===== config.mk =====
export PLATFORM = sky130hd
export DESIGN_NAME = motor_seq
export DESIGN_NICKNAME = d
export VERILOG_FILES = /design/src/verilog/fscpu_pkg.sv /design/src/verilog/motor_seq.sv
export SDC_FILE = /design/constraint.sdc
export NUM_CORES = 1
export LEC_CHECK = 0
export ABC_AREA = 1
export BUFFER_PORTS_ARGS = -buffer_cell sky130_fd_sc_hd__buf_2
export CAP_MARGIN = 20
export CORE_MARGIN = 2
export CORE_UTILIZATION = 47
export CTS_CLUSTER_SIZE = 12
export DETAILED_ROUTE_END_ITERATION = 10
export PLACE_DENSITY = 0.84
export SETUP_SLACK_MARGIN = 0.5
export SLEW_MARGIN = 20
export SYNTH_ARGS = -nofsm -noshare
export SYNTH_HDL_FRONTEND = slang
export SYNTH_SLANG_ARGS = --single-unit

===== constraint.sdc =====
create_clock -name clk -period 4 [get_ports clk]
set_clock_uncertainty 0.1 [all_clocks]
set_input_delay 0.4 -clock clk [delete_from_list [all_inputs] [get_ports clk]]
set_output_delay 0.4 -clock clk [all_outputs]
set_load 0.02 [all_outputs]

===== src/verilog/fscpu_pkg.sv =====
package fscpu_pkg;

	// image coordinate and motion widths
	localparam int img_w   = 12;
	localparam int step_w  = 32;
	localparam int speed_w = 32;

	// step table geometry
	localparam int tbl_aw    = 12;
	localparam int tbl_depth = 1 << tbl_aw;

	// device bitmap
	localparam int dev_n   = 4;
	localparam int dev_lft = 0;
	localparam int dev_rt  = 1;
	localparam int dev_x   = 2;
	localparam int dev_y   = 3;

	typedef enum logic [31:0] {
		cmd_config     = 32'd0,
		cmd_lft        = 32'd1,
		cmd_rt         = 32'd2,
		cmd_push_both  = 32'd3,
		cmd_x          = 32'd4,
		cmd_y          = 32'd5,
		cmd_align_both = 32'd6
	} fscpu_cmd_e;

	typedef enum logic [2:0] {
		seq_idle,
		seq_wait_img,
		seq_lookup,
		seq_start,
		seq_moving,
		seq_settle,
		seq_done
	} seq_state_e;

	// controller to motor driver
	typedef struct packed {
		logic               start;
		logic               stop;
		logic [speed_w-1:0] speed;
		logic [step_w-1:0]  step;
		logic               dir;
	} motor_cmd_t;

	// motor driver back to controller
	typedef struct packed {
		logic              zpsign;
		logic              tpsign;
		logic              busy;
		logic [step_w-1:0] position;
	} motor_stat_t;

	typedef struct packed {
		logic             valid;
		logic [img_w-1:0] pos;
	} img_edge_t;

	// one motor's share of a host request
	typedef struct packed {
		logic               dep_img;
		logic               dir_back;
		logic [img_w-1:0]   tol;
		logic [speed_w-1:0] speed;
		logic [img_w-1:0]   dst;
		logic [step_w-1:0]  step;
	} move_req_t;

endpackage

===== src/verilog/motor_seq.sv =====
`timescale 1ns/1ps

module motor_seq (
	input  logic                          clk,
	input  logic                          resetn,
	input  logic [1:0]                    settle_frm,
	input  fscpu_pkg::move_req_t          req,
	input  logic                          img_pulse,
	input  fscpu_pkg::img_edge_t          img_edge,
	input  fscpu_pkg::motor_stat_t        stat,
	input  logic [fscpu_pkg::tbl_aw:0]    tbl_size,
	input  logic [fscpu_pkg::step_w-1:0]  tbl_q,
	output logic                          done,
	output fscpu_pkg::motor_cmd_t         cmd,
	output logic [fscpu_pkg::tbl_aw-1:0]  tbl_addr
);
	import fscpu_pkg::*;

	seq_state_e       state;
	logic             busy_seen;
	logic [1:0]       settle_cnt;

	logic             err_neg;
	logic [img_w-1:0] err_mag;
	logic             in_tol;
	logic [tbl_aw:0]  mag_ext;
	logic [tbl_aw:0]  size_m1;
	logic             tbl_empty;

	// error is dst minus measured position
	assign err_neg = img_edge.pos > req.dst;
	assign err_mag = err_neg ? (img_edge.pos - req.dst) : (req.dst - img_edge.pos);
	assign in_tol  = err_mag <= req.tol;

	// clamp the lookup index to the last loaded entry
	assign mag_ext   = (tbl_aw + 1)'(err_mag);
	assign size_m1   = tbl_size - 1'b1;
	assign tbl_empty = tbl_size == '0;
	assign tbl_addr  = (mag_ext < tbl_size) ? mag_ext[tbl_aw-1:0] : size_m1[tbl_aw-1:0];

	assign done = state == seq_done;

	always_ff @(posedge clk) begin
		if (!resetn) begin
			state      <= seq_idle;
			cmd        <= '0;
			busy_seen  <= 1'b0;
			settle_cnt <= '0;
		end else begin
			cmd.start <= 1'b0;
			cmd.stop  <= 1'b0;

			case (state)
			seq_idle: begin
				cmd.speed <= req.speed;
				if (req.dep_img) begin
					state <= seq_wait_img;
				end else begin
					cmd.dir <= req.dir_back;
					state   <= seq_start;
				end
			end

			// open loop, single move of the requested length
			seq_start: begin
				cmd.start <= 1'b1;
				cmd.step  <= req.step;
				busy_seen <= 1'b0;
				state     <= seq_moving;
			end

			seq_wait_img: begin
				if (img_pulse && img_edge.valid) begin
					if (in_tol) begin
						state <= seq_done;
					end else if (tbl_empty) begin
						// no step can be derived, give up without moving
						cmd.stop <= 1'b1;
						state    <= seq_done;
					end else begin
						cmd.dir <= err_neg;
						state   <= seq_lookup;
					end
				end
			end

			// table entry for last cycle's address is on tbl_q
			seq_lookup: begin
				cmd.start <= 1'b1;
				cmd.step  <= tbl_q;
				busy_seen <= 1'b0;
				state     <= seq_moving;
			end

			// wait for busy to rise and fall again
			seq_moving: begin
				if (stat.busy) begin
					busy_seen <= 1'b1;
				end else if (busy_seen) begin
					if (!req.dep_img) begin
						state <= seq_done;
					end else if (settle_frm == 2'd0) begin
						state <= seq_wait_img;
					end else begin
						settle_cnt <= settle_frm;
						state      <= seq_settle;
					end
				end
			end

			// drop frames taken while the mechanics settle
			seq_settle: begin
				if (img_pulse) begin
					settle_cnt <= settle_cnt - 1'b1;
					if (settle_cnt == 2'd1) begin
						state <= seq_wait_img;
					end
				end
			end

			// held until the bitmap bit drops
			seq_done: begin
				state <= seq_done;
			end

			default: begin
				state <= seq_idle;
			end
			endcase
		end
	end

endmodule


==> results.cfg <==
[layout]
drive_above_1_share_pct = 39.8
fillers = 851
multi_input_area_um2 = 3880
fin_nets = 1258
synthToLayoutAreaGrowth_pct = 47.2
antenna_cells = 0
final_core_util_pct = 71.5
regArea_um2 = 1460

[floorplanning]
initial_utilization_pct = 48.6
die_h_um = 110
die-area_um2 = 12200
io_pins = 268
num_rows = 38
coreArea_um2 = 10900
die_w_um = 110

[detailed_routing]
final_antenna_net_count = 0
avgRoutedWirePerCell_um = 15.4
drt_iter0_drc = 483
vias = 6152
wl_met3_um = 1500
top_layer = met5
wl_met2_um = 8760
via_per_inst = 5.28
drtPass1Iterations = 6
wirelength_um = 18000
remaining_drc_errors = 0
wl_met1_um = 7130

[critical_path]
endpoint = tbl_addr[5]
r2r_slack_ns = 1.97
critPathLaunchType = primary input
path_class = primary input to output port
rr_endpoint = cmd[25]
r2r_cells = 5
crit_arrival_ns = 3.33
crit_path_end_kind = output port
critPathMaxFanout = 5
rr_startpoint = state[2]
cp-startpoint = img_edge[0]
required_ns = 3.50

[sta]
holdWs_ns = 0.181
finalSetupTns_ns = 0
period_minus_slack_ns = 3.83
rsz0062_at_grt = true
worst_slack_ns = 0.166
setup_viol = 0
relSlewSlack_pct = 57.1
worst_pin_slew_ns = 0.643
fmaxAchievable_mhz = 261
timing.final.crit_share_pct = 95.8
hold_violations = 0
drv_slew = 0

[cts]
cts_buffer_depth = 2
path_clk_slew_ns = 0.06
clock-sinks = 73
htreeDepth = 3
cts_root_buf = clkbuf_16
clk_latency_ns = 0.34
cts_tree = built
numCtsBuffers = 9
cts-hold-fix-buffers = 0

[synth]
syn_avg_cell_area_um2 = 6.89
yosys_warnings = 0
synth_cell_types = 38
synth_cells = 771
synth-seq-area-share_pct = 27.5
syn_nets = 1009
yosys_register_bits = 73
syn_area_um2 = 5310

[global_route]
grt_pass1_wl_um = 26900
grt_max_degree = 69
grt_use_total_pct = 28.1
overflow = 0
grt_pass1_vias = 5775
grt_antenna_before_repair = 1

[pwr]
power_density_nw_per_um2 = 566
power_leakage_nw = 4.16
worst_ir_drop_vdd_mv = 0.527

[run_status]
status = finished, final reports clean

[placement]
dpl.hpwl_um = 12100
dp_slack_ns = 0.0482
place.gp.congestion = 0.915
io_buffer_count = 233

[worst_hold_path]
hold_class = primary input to flip-flop

[run]
cap_violations = 0
flip-flops by register name (all words and copies together), names as in the netlist:
register and flops:
busy_seen 1, cmd 67, settle_cnt 2, state 3
report_power, final:
| group | internal (mW) | switching (mW) | leakage [nW] |
|---|---|---|---|
| Sequential | 0.998 | 0.150 | 0.600 |
| Clock | 0.501 | 0.315 | 0.153 |
| Combinational | 0.923 | 1.54 | 3.41 |
| Total | 2.42 | 2.01 | 4.16 |
synth_stat cells, drive strengths merged:
master    n  area (µm²)
a21oi    29         149
o22ai     2        12.5
a31oi     1        6.26
buf      16         111
a211oi    1        7.51
clkbuf   15        56.3
o21bai    2        15.0
nor3b     1        7.51
ha       48         601
nor2    106         428
dfxtp    73        1460
nand4     8        50.1
o21ai    93         480
xor2     20         175
xnor2     3        26.3
nor4      2        12.5
a21boi    1        7.51
fa        2        40.0
nor3      4        30.0
nand2   130         505
nand3    68         360
mux2i    32         320
inv     108         405
a21o      5        37.5
o21a      1        7.51
routing by layer:
| metal | track usage, % | up-vias |
|---|---|---|
| li1 | - | 3002 |
| met1 | 33.3 | 2806 |
| met2 | 47.9 | 290 |
| met3 | 7.88 | 52 |
| met4 | 11.0 | 2 |
| met5 | 0 | - |
worst max-delay path, cell delays in order:
cell       delay [ns]
buf_8            0.10
inv_4            0.04
ha_4             0.13
inv_4            0.04
fa_2             0.40
nand3_2          0.10
nand2_2          0.07
buf_6            0.13
a21oi_2          0.13
xor2_1           0.18
nand2_1          0.14
nand2_2          0.09
inv_2            0.05
ha_4             0.27
nand2_2          0.05
inv_2            0.06
nand3_2          0.06
nor2_2           0.13
o21ai_2          0.08
nand3_4          0.14
inv_4            0.06
clkbuf_16        0.16
o21ai_4          0.15
buf_6            0.14
worst min path at each step:
| stage | cells after the start | from | to | slack (ns) |
|---|---|---|---|---|
| 2_1_floorplan | 2 | busy_seen | busy_seen | 0.34 |
| 3_3_place_gp | 2 | busy_seen | busy_seen | 0.36 |
| 3_5_place_dp | 2 | cmd[32] | cmd[32] | 0.37 |
| 4_1_cts | 3 | req[54] | cmd[43] | 0.17 |
| 5_1_grt | 3 | req[59] | cmd[48] | 0.18 |
| 6_report | 3 | req[59] | cmd[48] | 0.18 |
stage by stage:
stage / cells / total power [mW] / instance area (µm²)
4_1_cts: 1160 / 4.32 / 7640
3_5_place_dp: 1121 / 3.24 / 6600
6_report: 1165 / 4.43 / 7820
3_3_place_gp: 1121 / 3.19 / 6600
5_1_grt: 1165 / 4.72 / 7820
2_1_floorplan: 771 / 2.61 / 5360
area by class of cell:
type                    instances  share of cell area, %
well taps                     140                   2.24
repair buffers                267                   20.2
repair inverters                1                 0.0480
clock buffers                  10                   3.06
flip-flops and latches         73                   18.7
multi-input cells             560                   49.6
inverters                     108                   5.38
clock inverters                 6                  0.848
placed cells by master, fill, tap and decap left out, types with 9 or more instances in the layout:
cell type,Yosys,routed
a21oi_2,1,9
inv_1,100,85
o21ai_4,0,9
inv_2,8,20
dfxtp_1,73,73
mux2i_1,32,32
a21oi_1,28,19
buf_4,4,28
ha_1,48,30
nand3_1,64,53
buf_6,4,15
clkbuf_16,0,10
nand2_1,125,100
o21ai_1,21,17
xor2_1,20,20
ha_4,0,18
buf_2,5,219
nand2_2,4,23
nand3_2,4,9
o21ai_0,68,62
nor2_1,100,97
timing repair:
action / CTS / global route
resized for setup: 134 / 27
setup endpoints to repair: 12 / 12
setup buffers: 20 / 4
gates cloned: 3 / 1
pin swaps: 25 / 21
cell families after synthesis:
| family | count (synthesis) | synth area share [%] |
|---|---|---|
| AND/OR/NAND/NOR | 319 | 26.2 |
| buffers and inverters | 139 | 10.8 |
| XOR/XNOR | 23 | 3.79 |
| adder cells (fa/ha/maj) | 50 | 12.1 |
| multiplexers | 32 | 6.03 |
| flip-flops | 73 | 27.5 |
| AO/OA/AOI/OAI | 135 | 13.6 |
Note: power is estimated with default switching activity, not from simulation.
